### config.mk
export PLATFORM = sky130hd
export DESIGN_NAME = cpu_core
export DESIGN_NICKNAME = d
export VERILOG_FILES = /design/src/ctrl_pkg.sv /design/src/isa_pkg.sv /design/src/alu.sv /design/src/cpu_core.sv /design/src/execute_unit.sv /design/src/operator.sv /design/src/register_file.sv
export VERILOG_INCLUDE_DIRS = /design/src
export SDC_FILE = /design/constraint.sdc
export NUM_CORES = 2
export LEC_CHECK = 0
export BUFFER_PORTS_ARGS = -buffer_cell sky130_fd_sc_hd__buf_2
export CAP_MARGIN = 40
export CORE_MARGIN = 5
export CORE_UTILIZATION = 65
export CTS_CLUSTER_SIZE = 10
export DETAILED_ROUTE_END_ITERATION = 8
export PLACE_DENSITY = 0.94
export REMOVE_ABC_BUFFERS = 1
export SETUP_SLACK_MARGIN = 0.5
export SLEW_MARGIN = 25
export SYNTH_ARGS = -nofsm -noshare
export SYNTH_HDL_FRONTEND = slang
export SYNTH_SLANG_ARGS = --single-unit
export TNS_END_PERCENT = 20
### constraint.sdc
create_clock -name clk -period 17.5 [get_ports clk]
set_input_delay 0 -clock clk [delete_from_list [all_inputs] [get_ports clk]]
set_output_delay 0 -clock clk [all_outputs]
set_load 0.05 [all_outputs]
### src/cpu_config.svh
`ifndef CPU_CONFIG_SVH
`define CPU_CONFIG_SVH

// datapath word width
`define DATA_WIDTH 32

// register index width, 32 entries
`define REG_ADDR_WIDTH 5

// jal writes its return address here
`define LINK_REG 5'd31

// pc value after reset
`define RESET_PC 32'h0000_0000

`endif

### src/ctrl_pkg.sv
`default_nettype none

package ctrl_pkg;

	// alu operation codes
	localparam logic [3:0] ALU_SLL  = 4'b0000;
	localparam logic [3:0] ALU_SRL  = 4'b0001;
	localparam logic [3:0] ALU_SRA  = 4'b0010;
	localparam logic [3:0] ALU_ADD  = 4'b0011;
	localparam logic [3:0] ALU_SUB  = 4'b0100;
	localparam logic [3:0] ALU_AND  = 4'b0101;
	localparam logic [3:0] ALU_OR   = 4'b0110;
	localparam logic [3:0] ALU_XOR  = 4'b0111;
	localparam logic [3:0] ALU_SLT  = 4'b1000;
	localparam logic [3:0] ALU_EQ   = 4'b1001; // beq compare
	localparam logic [3:0] ALU_NE   = 4'b1010; // bne compare
	localparam logic [3:0] ALU_NONE = 4'b1111;

	// mem_to_reg, writeback data source
	localparam logic [1:0] MTR_MEM = 2'b01;
	localparam logic [1:0] MTR_ALU = 2'b10;
	localparam logic [1:0] MTR_PC  = 2'b11; // pc+4 for jal

	// alu_srcs, second operand
	localparam logic [1:0] SRC_RT    = 2'b00;
	localparam logic [1:0] SRC_SHAMT = 2'b01;
	localparam logic [1:0] SRC_IMM   = 2'b10;
	localparam logic [1:0] SRC_NONE  = 2'b11;

	// alu_srcs2, first operand
	localparam logic OP1_RT = 1'b0;
	localparam logic OP1_RS = 1'b1;

	// reg_dist, destination register
	localparam logic [1:0] DST_RD   = 2'b00;
	localparam logic [1:0] DST_RT   = 2'b01;
	localparam logic [1:0] DST_LINK = 2'b10;
	localparam logic [1:0] DST_NONE = 2'b11;

	// branch, next pc source
	localparam logic [1:0] BR_REG  = 2'b00; // jr
	localparam logic [1:0] BR_JUMP = 2'b01; // j, jal
	localparam logic [1:0] BR_COND = 2'b10; // beq, bne
	localparam logic [1:0] BR_SEQ  = 2'b11;

endpackage

`default_nettype wire

### src/isa_pkg.sv
`default_nettype none

package isa_pkg;

	// opcodes
	localparam logic [5:0] OP_SPECIAL = 6'b000000; // r-type, decoded by funct
	localparam logic [5:0] OP_J       = 6'b000010;
	localparam logic [5:0] OP_JAL     = 6'b000011;
	localparam logic [5:0] OP_BEQ     = 6'b000100;
	localparam logic [5:0] OP_BNE     = 6'b000101;
	localparam logic [5:0] OP_ADDI    = 6'b001000;
	localparam logic [5:0] OP_ANDI    = 6'b001100;
	localparam logic [5:0] OP_ORI     = 6'b001101;
	localparam logic [5:0] OP_LW      = 6'b100011;
	localparam logic [5:0] OP_SW      = 6'b101011;
	localparam logic [5:0] OP_IN      = 6'b111011; // uart byte to rt
	localparam logic [5:0] OP_OUT     = 6'b111100; // rt low byte to uart

	// funct field of r-type
	localparam logic [5:0] FUNCT_SLL = 6'b000000;
	localparam logic [5:0] FUNCT_SRL = 6'b000010;
	localparam logic [5:0] FUNCT_SRA = 6'b000011;
	localparam logic [5:0] FUNCT_JR  = 6'b001000;
	localparam logic [5:0] FUNCT_ADD = 6'b100000;
	localparam logic [5:0] FUNCT_SUB = 6'b100010;
	localparam logic [5:0] FUNCT_AND = 6'b100100;
	localparam logic [5:0] FUNCT_OR  = 6'b100101;
	localparam logic [5:0] FUNCT_XOR = 6'b100110;
	localparam logic [5:0] FUNCT_SLT = 6'b101010;

	// one instruction word, three field layouts
	typedef union packed {
		struct packed {
			logic [5:0] opcode;
			logic [4:0] rs;
			logic [4:0] rt;
			logic [4:0] rd;
			logic [4:0] shamt;
			logic [5:0] funct;
		} r;
		struct packed {
			logic [5:0]  opcode;
			logic [4:0]  rs;
			logic [4:0]  rt;
			logic [15:0] imm;
		} i;
		struct packed {
			logic [5:0]  opcode;
			logic [25:0] target;
		} j;
	} instr_t;

endpackage

`default_nettype wire

### src/alu.sv
`default_nettype none
`timescale 1ns/10ps
`include "cpu_config.svh"

module alu import ctrl_pkg::*; (
	input  logic [3:0]             alu_op,
	input  logic [`DATA_WIDTH-1:0] op1,
	input  logic [`DATA_WIDTH-1:0] op2,
	output logic [`DATA_WIDTH-1:0] result,
	output logic                   cond
);

	logic [4:0] shamt;

	assign shamt = op2[4:0]; // shifts use low 5 bits only

	always_comb begin
		result = '0;
		cond   = 1'b0;
		case (alu_op)
			ALU_SLL: result = op1 << shamt;
			ALU_SRL: result = op1 >> shamt;
			ALU_SRA: result = $signed(op1) >>> shamt;
			ALU_ADD: result = op1 + op2;
			ALU_SUB: result = op1 - op2;
			ALU_AND: result = op1 & op2;
			ALU_OR:  result = op1 | op2;
			ALU_XOR: result = op1 ^ op2;
			ALU_SLT: begin
				result    = '0;
				result[0] = ($signed(op1) < $signed(op2)); // signed compare
			end
			ALU_EQ: cond = (op1 == op2);
			ALU_NE: cond = (op1 != op2);
			default: begin
				result = '0;
				cond   = 1'b0;
			end
		endcase
	end

endmodule

`default_nettype wire

### src/cpu_core.sv
`default_nettype none
`timescale 1ns/10ps
`include "cpu_config.svh"

module cpu_core import isa_pkg::*; (
	input  logic                       clk,
	input  logic                       reset,
	input  instr_t                     instr,
	input  logic                       instr_valid,
	input  logic [`DATA_WIDTH-1:0]     mem_rdata,
	input  logic [7:0]                 uart_rx_data,
	output logic [`DATA_WIDTH-1:0]     pc,
	output logic                       wb_en,
	output logic [`REG_ADDR_WIDTH-1:0] wb_addr,
	output logic [`DATA_WIDTH-1:0]     wb_data,
	output logic                       mem_we,
	output logic                       mem_re,
	output logic [`DATA_WIDTH-1:0]     mem_addr,
	output logic [`DATA_WIDTH-1:0]     mem_wdata,
	output logic                       uart_tx_valid,
	output logic [7:0]                 uart_tx_data
);

	logic                   reg_write;
	logic [1:0]             mem_to_reg;
	logic [1:0]             alu_srcs;
	logic                   alu_srcs2;
	logic [3:0]             alu_op;
	logic [1:0]             reg_dist;
	logic [1:0]             branch;
	logic                   mem_write;
	logic                   mem_read;
	logic                   uart_to_reg;
	logic                   reg_to_uart;
	logic [`DATA_WIDTH-1:0] rs_data;
	logic [`DATA_WIDTH-1:0] rt_data;
	logic [`DATA_WIDTH-1:0] next_pc;

	// pc only moves on strobed cycles
	always_ff @(posedge clk) begin
		if (reset) begin
			pc <= `RESET_PC;
		end else if (instr_valid) begin
			pc <= next_pc;
		end
	end

	operator u_operator (
		.opcode      (instr.r.opcode),
		.funct       (instr.r.funct),
		.reg_write   (reg_write),
		.mem_to_reg  (mem_to_reg),
		.alu_srcs    (alu_srcs),
		.alu_srcs2   (alu_srcs2),
		.alu_op      (alu_op),
		.reg_dist    (reg_dist),
		.branch      (branch),
		.mem_write   (mem_write),
		.mem_read    (mem_read),
		.uart_to_reg (uart_to_reg),
		.reg_to_uart (reg_to_uart)
	);

	register_file u_register_file (
		.clk     (clk),
		.reset   (reset),
		.rs_addr (instr.r.rs),
		.rt_addr (instr.r.rt),
		.rs_data (rs_data),
		.rt_data (rt_data),
		.wb_en   (wb_en),
		.wb_addr (wb_addr),
		.wb_data (wb_data)
	);

	execute_unit u_execute_unit (
		.instr         (instr),
		.pc            (pc),
		.rs_data       (rs_data),
		.rt_data       (rt_data),
		.reg_write     (reg_write),
		.mem_to_reg    (mem_to_reg),
		.alu_srcs      (alu_srcs),
		.alu_srcs2     (alu_srcs2),
		.alu_op        (alu_op),
		.reg_dist      (reg_dist),
		.branch        (branch),
		.mem_write     (mem_write),
		.mem_read      (mem_read),
		.uart_to_reg   (uart_to_reg),
		.reg_to_uart   (reg_to_uart),
		.instr_valid   (instr_valid),
		.mem_rdata     (mem_rdata),
		.uart_rx_data  (uart_rx_data),
		.wb_en         (wb_en),
		.wb_addr       (wb_addr),
		.wb_data       (wb_data),
		.next_pc       (next_pc),
		.mem_we        (mem_we),
		.mem_re        (mem_re),
		.mem_addr      (mem_addr),
		.mem_wdata     (mem_wdata),
		.uart_tx_valid (uart_tx_valid),
		.uart_tx_data  (uart_tx_data)
	);

endmodule

`default_nettype wire

### src/execute_unit.sv
`default_nettype none
`timescale 1ns/10ps
`include "cpu_config.svh"

module execute_unit import isa_pkg::*, ctrl_pkg::*; (
	input  instr_t                     instr,
	input  logic [`DATA_WIDTH-1:0]     pc,
	input  logic [`DATA_WIDTH-1:0]     rs_data,
	input  logic [`DATA_WIDTH-1:0]     rt_data,
	input  logic                       reg_write,
	input  logic [1:0]                 mem_to_reg,
	input  logic [1:0]                 alu_srcs,
	input  logic                       alu_srcs2,
	input  logic [3:0]                 alu_op,
	input  logic [1:0]                 reg_dist,
	input  logic [1:0]                 branch,
	input  logic                       mem_write,
	input  logic                       mem_read,
	input  logic                       uart_to_reg,
	input  logic                       reg_to_uart,
	input  logic                       instr_valid,
	input  logic [`DATA_WIDTH-1:0]     mem_rdata,
	input  logic [7:0]                 uart_rx_data,
	output logic                       wb_en,
	output logic [`REG_ADDR_WIDTH-1:0] wb_addr,
	output logic [`DATA_WIDTH-1:0]     wb_data,
	output logic [`DATA_WIDTH-1:0]     next_pc,
	output logic                       mem_we,
	output logic                       mem_re,
	output logic [`DATA_WIDTH-1:0]     mem_addr,
	output logic [`DATA_WIDTH-1:0]     mem_wdata,
	output logic                       uart_tx_valid,
	output logic [7:0]                 uart_tx_data
);

	logic [`DATA_WIDTH-1:0] op1;
	logic [`DATA_WIDTH-1:0] op2;
	logic [`DATA_WIDTH-1:0] alu_result;
	logic                   cond;
	logic [`DATA_WIDTH-1:0] imm_ext;
	logic [`DATA_WIDTH-1:0] pc_plus4;
	logic [`DATA_WIDTH-1:0] br_target;
	logic [`DATA_WIDTH-1:0] jump_target;

	assign pc_plus4    = pc + `DATA_WIDTH'd4;
	assign imm_ext     = {{(`DATA_WIDTH-16){instr.i.imm[15]}}, instr.i.imm};
	assign br_target   = pc_plus4 + {imm_ext[`DATA_WIDTH-3:0], 2'b00}; // word offset
	assign jump_target = {pc_plus4[`DATA_WIDTH-1:28], instr.j.target, 2'b00};

	assign op1 = (alu_srcs2 == OP1_RS) ? rs_data : rt_data;

	always_comb begin
		case (alu_srcs)
			SRC_RT:    op2 = rt_data;
			SRC_SHAMT: op2 = {{(`DATA_WIDTH-5){1'b0}}, instr.r.shamt};
			SRC_IMM:   op2 = imm_ext;
			default:   op2 = '0;
		endcase
	end

	alu u_alu (
		.alu_op (alu_op),
		.op1    (op1),
		.op2    (op2),
		.result (alu_result),
		.cond   (cond)
	);

	always_comb begin
		case (reg_dist)
			DST_RT:   wb_addr = instr.i.rt;
			DST_LINK: wb_addr = `LINK_REG;
			default:  wb_addr = instr.r.rd;
		endcase
	end

	always_comb begin
		if (uart_to_reg) begin
			wb_data = {{(`DATA_WIDTH-8){1'b0}}, uart_rx_data}; // in, zero-extended byte
		end else begin
			case (mem_to_reg)
				MTR_MEM: wb_data = mem_rdata;
				MTR_PC:  wb_data = pc_plus4;
				default: wb_data = alu_result;
			endcase
		end
	end

	always_comb begin
		case (branch)
			BR_REG:  next_pc = rs_data;
			BR_JUMP: next_pc = jump_target;
			BR_COND: next_pc = cond ? br_target : pc_plus4;
			default: next_pc = pc_plus4;
		endcase
	end

	assign wb_en = instr_valid & reg_write & (wb_addr != '0); // r0 never written

	assign mem_we    = instr_valid & mem_write;
	assign mem_re    = instr_valid & mem_read;
	assign mem_addr  = alu_result;
	assign mem_wdata = rt_data;

	assign uart_tx_valid = instr_valid & reg_to_uart;
	assign uart_tx_data  = rt_data[7:0];

endmodule

`default_nettype wire

### src/operator.sv
`default_nettype none
`timescale 1ns/10ps

module operator import isa_pkg::*, ctrl_pkg::*; (
	input  logic [5:0] opcode,
	input  logic [5:0] funct,
	output logic       reg_write,
	output logic [1:0] mem_to_reg,
	output logic [1:0] alu_srcs,
	output logic       alu_srcs2,
	output logic [3:0] alu_op,
	output logic [1:0] reg_dist,
	output logic [1:0] branch,
	output logic       mem_write,
	output logic       mem_read,
	output logic       uart_to_reg,
	output logic       reg_to_uart
);

	always_comb begin
		reg_write   = 1'b0; // no-op word, pc just advances
		mem_to_reg  = MTR_ALU;
		alu_srcs    = SRC_NONE;
		alu_srcs2   = OP1_RS;
		alu_op      = ALU_NONE;
		reg_dist    = DST_NONE;
		branch      = BR_SEQ;
		mem_write   = 1'b0;
		mem_read    = 1'b0;
		uart_to_reg = 1'b0;
		reg_to_uart = 1'b0;
		case (opcode)
			OP_SPECIAL: begin
				case (funct)
					FUNCT_SLL: alu_op = ALU_SLL;
					FUNCT_SRL: alu_op = ALU_SRL;
					FUNCT_SRA: alu_op = ALU_SRA;
					FUNCT_JR:  alu_op = ALU_ADD;
					FUNCT_ADD: alu_op = ALU_ADD;
					FUNCT_SUB: alu_op = ALU_SUB;
					FUNCT_AND: alu_op = ALU_AND;
					FUNCT_OR:  alu_op = ALU_OR;
					FUNCT_XOR: alu_op = ALU_XOR;
					FUNCT_SLT: alu_op = ALU_SLT;
					default:   alu_op = ALU_NONE;
				endcase
				case (funct)
					FUNCT_SLL, FUNCT_SRL, FUNCT_SRA: begin
						reg_write = 1'b1;
						alu_srcs  = SRC_SHAMT; // shift rt by shamt
						alu_srcs2 = OP1_RT;
						reg_dist  = DST_RD;
					end
					FUNCT_JR: begin
						alu_srcs = SRC_RT;
						branch   = BR_REG;
					end
					FUNCT_ADD, FUNCT_SUB, FUNCT_AND, FUNCT_OR, FUNCT_XOR, FUNCT_SLT: begin
						reg_write = 1'b1;
						alu_srcs  = SRC_RT;
						reg_dist  = DST_RD;
					end
					default: begin
					end
				endcase
			end
			OP_J: branch = BR_JUMP;
			OP_JAL: begin
				reg_write  = 1'b1;
				mem_to_reg = MTR_PC; // return address
				reg_dist   = DST_LINK;
				branch     = BR_JUMP;
			end
			OP_BEQ, OP_BNE: begin
				alu_srcs = SRC_RT;
				alu_op   = (opcode == OP_BEQ) ? ALU_EQ : ALU_NE;
				branch   = BR_COND;
			end
			OP_ADDI, OP_ANDI, OP_ORI: begin
				reg_write = 1'b1;
				alu_srcs  = SRC_IMM;
				reg_dist  = DST_RT;
				case (opcode)
					OP_ANDI: alu_op = ALU_AND;
					OP_ORI:  alu_op = ALU_OR;
					default: alu_op = ALU_ADD;
				endcase
			end
			OP_LW: begin
				reg_write  = 1'b1;
				mem_to_reg = MTR_MEM;
				alu_srcs   = SRC_IMM; // rs + offset
				alu_op     = ALU_ADD;
				reg_dist   = DST_RT;
				mem_read   = 1'b1;
			end
			OP_SW: begin
				alu_srcs  = SRC_IMM;
				alu_op    = ALU_ADD;
				mem_write = 1'b1;
			end
			OP_IN: begin
				reg_write   = 1'b1;
				reg_dist    = DST_RT;
				uart_to_reg = 1'b1;
			end
			OP_OUT: reg_to_uart = 1'b1;
			default: begin
			end
		endcase
	end

endmodule

`default_nettype wire

### src/register_file.sv
`default_nettype none
`timescale 1ns/10ps
`include "cpu_config.svh"

module register_file (
	input  logic                       clk,
	input  logic                       reset,
	input  logic [`REG_ADDR_WIDTH-1:0] rs_addr,
	input  logic [`REG_ADDR_WIDTH-1:0] rt_addr,
	output logic [`DATA_WIDTH-1:0]     rs_data,
	output logic [`DATA_WIDTH-1:0]     rt_data,
	input  logic                       wb_en,
	input  logic [`REG_ADDR_WIDTH-1:0] wb_addr,
	input  logic [`DATA_WIDTH-1:0]     wb_data
);

	localparam int NUM_REGS = 2 ** `REG_ADDR_WIDTH;

	logic [`DATA_WIDTH-1:0] regs [0:NUM_REGS-1];

	// writes to r0 are dropped
	always_ff @(posedge clk) begin
		if (reset) begin
			for (int i = 0; i < NUM_REGS; i++) begin
				regs[i] <= '0;
			end
		end else if (wb_en && (wb_addr != '0)) begin
			regs[wb_addr] <= wb_data;
		end
	end

	// r0 reads as zero
	assign rs_data = (rs_addr == '0) ? '0 : regs[rs_addr];
	assign rt_data = (rt_addr == '0) ? '0 : regs[rt_addr];

endmodule

`default_nettype wire

==> results.rst, run 1 <==
.. list-table::
   :header-rows: 1

   * - Metric
     - Value
   * - Clock root buffer
     - clkbuf_16
   * - GRT Util Overall
     - 77.2%
   * - Longest Clk Path Bufs
     - 3
   * - Gate Count Post-Synth
     - 6242
   * - Pin count of the biggest net entering global routing
     - 98
   * - Chip Height
     - 335 um
   * - Top_reg_cell synth
     - edfxtp_1
   * - Die Span X
     - 335 um
   * - Share of synthesized flip-flops with an asynchronous set or reset
     - 0%
   * - Boundary Pins
     - 220
   * - Initial standard-cell utilization of the core
     - 65.2%
   * - Synth Warn #
     - 0
   * - Count of buffers from port buffering
     - 219
   * - Top cell type's share of synthesized area
     - 44.9%
   * - Final Wtd Congestion
     - 1.14
   * - Sum of overflow across all layers after global routing
     - 5
   * - Summed instance area of the synthesized netlist
     - 68500 um^2
   * - Last stage reached
     - 5_1_grt
   * - Number of synthesized flops with an enable pin
     - 1024
   * - Most common cell in the synthesized netlist
     - nor2_1
   * - Post-DP HPWL
     - 231000 um
   * - First error message
     - [ERROR GRT-0232] Routing congestion too high. Check the congestion heatmap in the GUI.
   * - Library cells used by synthesis
     - 110
   * - Sequential cell area fraction in the yosys report
     - 45.8%
   * - Flip-flop and latch count after synthesis
     - 1056
   * - Most area-consuming cells after synthesis
     - edfxtp_1 (45%), mux4_2 (12%), nor2_1 (6.6%)
   * - Number of gates given a new drive strength after cts
     - 0
   * - Placement Rows
     - 119
   * - Number of sinks handled by clock tree synthesis
     - 1056
   * - Post-synthesis average cell area
     - 11.0 um^2
   * - H-Tree Level Count
     - 3
   * - Yosys top cell by area
     - edfxtp_1
   * - Most numerous cell types in the synthesized netlist
     - nor2_1 (1202), edfxtp_1 (1024), mux2i_1 (373)
   * - Total clock buffers created by CTS
     - 117
   * - Result of the run
     - did not finish
[metal layers]
layer	GRT usage, %	GRT overflow
met2	90.7	2
met1	76.4	1
met4	74.0	2
met3	67.3	0
met5	41.2	0
[cell families after synthesis]
logic type	synth area share, %
adder cells (fa/ha/maj)	2.45
AO/OA/AOI/OAI	13.3
multiplexers	18.8
other	0.00548
AND/OR/NAND/NOR	14.0
XOR/XNOR	0.844
flip-flops	45.8
buffers and inverters	4.85
[stage by stage]
step                std cells  area [um^2]  setup slack (ns)
floorplan                5706        65900              1.25
detailed placement       7600        71700              8.47
global placement         7554        71200              8.08
CTS                      7755        75100              8.25
[timing repair]
action	4_1_cts
endpoints found under the hold margin	51
buffers inserted	0
hold buffers	16
==> run 2, diff against run 1 <==
Settings changed: CORE_UTILIZATION 65 to 40, CTS_CLUSTER_SIZE 10 to default, PLACE_DENSITY 0.94 to default, PLACE_DENSITY_LB_ADDON from default to 0.15, SETUP_SLACK_MARGIN 0.5 to default.
==> run 2 against run 1 <==
Effect of this change: the flow now finishes without violations; area after synthesis is the same; synthesized cell count is the same.
==> results.rst, run 2 <==
.. list-table::
   :header-rows: 1

   * - Metric
     - Value
   * - Headroom to the max-slew limit
     - 25.7%
   * - Hold wc startpoint
     - mem_rdata[26]
   * - Area Overhead vs Synth
     - 13.0%
   * - Post-synthesis average cell area
     - 11.0 um^2 (unchanged)
   * - Post-Place Setup Slack
     - 7.99 ns (-0.476 ns)
   * - Synth Warn #
     - 0 (unchanged)
   * - Worst hold margin
     - 0.0565 ns
   * - Reg-to-reg setup timing slack
     - 8.84 ns
   * - H-Tree Level Count
     - 3 (unchanged)
   * - Chip Height
     - 424 um (+27%)
   * - Kind of start point of the critical path
     - primary input
   * - 1st-iter DRT viols
     - 8626
   * - Lkg Pwr
     - 28.8 nW
   * - Placement Rows
     - 151 (+27%)
   * - CP endpoint kind
     - output port
   * - Critical Path Slowest Stage Cell
     - nand4_1
   * - Worst R2R Start
     - u_register_file.regs[31][0]
   * - Sum of buffers and inverters on the critical path
     - 8
   * - WS Path Type
     - in -> out
   * - Clock root buffer
     - clkbuf_16
   * - Die outline area
     - 180000 um^2
   * - Depth of the critical timing path with buffers and inverters included
     - 23
   * - Yosys top cell by area
     - edfxtp_1
   * - Vias after detailed routing
     - 59400
   * - Final critical delay including setup and external delays
     - 9.95 ns
   * - Kind of cell with the highest combined delay on the critical path
     - buffers and inverters
   * - Net count, final
     - 6634
   * - Fill cell instance count of the final layout
     - 15700
   * - Cells after DPL
     - 8471 (+11%)
   * - Post-route DRC
     - 0
   * - Total clock buffers created by CTS
     - 117 (unchanged)
   * - Final std cells w/o fill
     - 8754
   * - Number of global-route vias before repair
     - 56000
   * - Summed instance area of the synthesized netlist
     - 68500 um^2 (unchanged)
   * - Clock transition time at the flip-flop clock pins of the worst setup and hold paths
     - 0.06 ns
   * - Top library cells by usage in the layout, fill and taps aside
     - nor2_1 (1194), edfxtp_1 (1024), mux2i_1 (369)
   * - Post-DP HPWL
     - 246000 um (+6.7%)
   * - Accumulated negative setup slack
     - 0 ns
   * - Count of TritonRoute iterations in the first routing pass
     - 7
   * - Library cells used by synthesis
     - 110 (unchanged)
   * - Share of post-route cells with drive strength above 1
     - 20.9%
   * - Worst R2R Path Depth
     - 22
   * - Sequential cell area fraction in the yosys report
     - 45.8% (unchanged)
   * - WL final
     - 351000 um
   * - Required time of the critical path
     - 17.50 ns
   * - Detailed-route wire length per cell
     - 40.1 um
   * - Initial standard-cell utilization of the core
     - 40.3% (-25 points)
   * - Core footprint
     - 170000 um^2
   * - Fin Clk Skew
     - 0.0826 ns
   * - Count of buffers from port buffering
     - 219 (unchanged)
   * - Top_reg_cell synth
     - edfxtp_1
   * - Boundary Pins
     - 220 (unchanged)
   * - Tightest Pin Transition
     - 1.11 ns
   * - Worst hold path type
     - in -> reg
   * - Critical path fanouts, max
     - 78
   * - Worst Hold End
     - u_register_file.regs[4][26]
   * - Flip-flop and latch count after synthesis
     - 1056 (unchanged)
   * - Number of endpoints failing setup at the final stage
     - 0
   * - Initial antenna violation count
     - 29
   * - Share of the clock period used by the worst path after layout
     - 56.9%
   * - Result of the run
     - finished clean
   * - Cells along the critical path
     - buf_8 -> buf_12 -> buf_4 -> buf_4 -> nor3_1 -> nand2_1 -> nand4_1 -> o22ai_1 -> ha_1 -> and3_1 -> and3_1 -> and3_1 -> inv_1 -> o32ai_1 -> o21ai_0 -> a31oi_1 -> mux2i_1 -> o211a_1 -> nand4b_1 -> a221oi_4 -> buf_4 -> inv_2 -> buf_2
   * - GRT Util Overall
     - 38.1%
   * - Biggest regs
     - u_register_file.regs x1024, pc x32
   * - Most common cell after layout, fill and taps aside
     - nor2_1
   * - Pin count of the biggest net entering global routing
     - 93
   * - Total of max-cap violations
     - 0
   * - Top cell type's share of synthesized area
     - 44.9% (unchanged)
   * - Final Worst Setup Slack
     - 7.55 ns
   * - Global-route wire length before repair
     - 476000 um
   * - Power per cell area
     - 90.3 nW/um^2
   * - Highest attainable clock frequency
     - 101 MHz
   * - Number of slew-limit violations in the final report
     - 0
   * - Final Wtd Congestion
     - 1.07 (-6.6%)
   * - Largest register FFs
     - 1024
   * - CTS tree
     - done
   * - Most common cell in the synthesized netlist
     - nor2_1
   * - Longest Clk Path Bufs
     - 3 (unchanged)
   * - Most numerous cell types in the synthesized netlist
     - nor2_1 (1202), edfxtp_1 (1024), mux2i_1 (373)
   * - Number of sinks handled by clock tree synthesis
     - 1056 (unchanged)
   * - Sum of overflow across all layers after global routing
     - 0
   * - Clock insertion delay at the later pin of the skew report
     - 0.81 ns
   * - Gate Count Post-Synth
     - 6242 (unchanged)
   * - Via density per instance
     - 6.78
   * - IR Drop Worst-Case VDD
     - 0.101 mV
   * - Number of synthesized flops with an enable pin
     - 1024 (unchanged)
   * - Register bank with the most flops
     - u_register_file.regs
   * - Largest stage delay, worst path
     - 0.84 ns
   * - Post-detailed-route count of antenna-violating nets
     - 0
   * - Unrepaired setup endpoints after global routing
     - false
   * - CP Data Arrival Time
     - 9.95 ns
   * - Final Hold Viols
     - 0
   * - Crit Reg-Reg Endpoint
     - u_register_file.regs[31][30]
   * - Share of synthesized flip-flops with an asynchronous set or reset
     - 0% (unchanged)
   * - Die Span X
     - 424 um (+27%)
   * - Most area-consuming cells after synthesis
     - edfxtp_1 (45%), mux4_2 (12%), nor2_1 (6.6%)
   * - Number of cells traversed by the worst hold path
     - 4
run 2: cell counts after synthesis:
Identical to the previous run, type by type.
run 2: worst max-delay path by stage:
stage | end | start | slack, ns
6_report | wb_data[30] | instr[21] | 7.55
5_1_grt | wb_data[30] | instr[21] | 7.30
4_1_cts | wb_data[30] | instr[21] | 8.01
3_5_place_dp | u_register_file.regs[12][24] | instr[21] | 7.99
3_3_place_gp | u_register_file.regs[30][24] | instr[21] | 7.85
2_1_floorplan | wb_data[11] | instr[18] | 1.25
run 2: area by class of cell:
| type | count | area [um^2] | area share, % |
|---|---|---|---|
| Multi-Input combinational cell | 4478 | 34500 | 44.7 |
| Inverter | 172 | 646 | 0.835 |
| Tap cell | 2218 | 2780 | 3.59 |
| Antenna cell | 18 | 45.0 | 0.0582 |
| Sequential cell | 1056 | 31400 | 40.6 |
| Timing Repair Buffer | 602 | 4320 | 5.59 |
| Clock buffer | 146 | 3060 | 3.95 |
| Clock inverter | 64 | 582 | 0.752 |
run 2: power breakdown:
group	total, mW	switching (mW)	internal [mW]
logic	1.66	1.18	0.472
registers	2.90	0.0475	2.86
clock network	2.42	1.09	1.34
total	6.98	2.32	4.67
run 2: stage by stage:
step / cell area, um^2 / util, % / power, mW
final: 77400 / 45.5 / 6.98
after global routing: 77300 / 45.5 / 7.14
after CTS: 77100 / 45.4 / 6.93
after detailed placement: 73100 / 43.0 / 4.53
after global placement: 72600 / 42.8 / 4.51
after floorplan: 65900 / - / 3.76
run 2: cell families (layout without fill, tap and decap cells):
family | Yosys count | after routing | share of synthesized area (%)
flip-flops | 1056 | 1056 | 45.8
buffers and inverters | 739 | 984 | 4.85
multiplexers | 796 | 796 | 18.8
AO/OA/AOI/OAI | 1284 | 1284 | 13.3
XOR/XNOR | 66 | 66 | 0.844
other | 1 | 50 | 0.00548
adder cells (fa/ha/maj) | 132 | 132 | 2.45
AND/OR/NAND/NOR | 2168 | 2168 | 14.0
run 2: worst register-to-register path, delay by kind of cell, from the launching register on:
family	cells	cell delay (ns)
mux	2	0.79
simple gates	3	1.27
flops	1	0.40
compound gates	12	4.00
fa+ha+maj	2	0.80
buf+inv	3	1.13
run 2: timing repair:
item | 4_1_cts | 5_1_grt
endpoints found under the setup margin | 0 | 0
gates resized for setup | 0 | 0
buffers inserted | 0 | 0
hold buffers | 39 | 0
hold endpoints to repair | 183 | 0
run 2: layer usage:
metal | wire length (um) | up-vias | global-route usage, %
met5 | 108 | - | 0
met4 | 30900 | 14 | 27.3
met3 | 37800 | 947 | 9.65
met2 | 155000 | 4100 | 57.8
met1 | 127000 | 30200 | 47.4
li1 | - | 24100 | -
No activity file was read; power rests on OpenSTA's default activity.
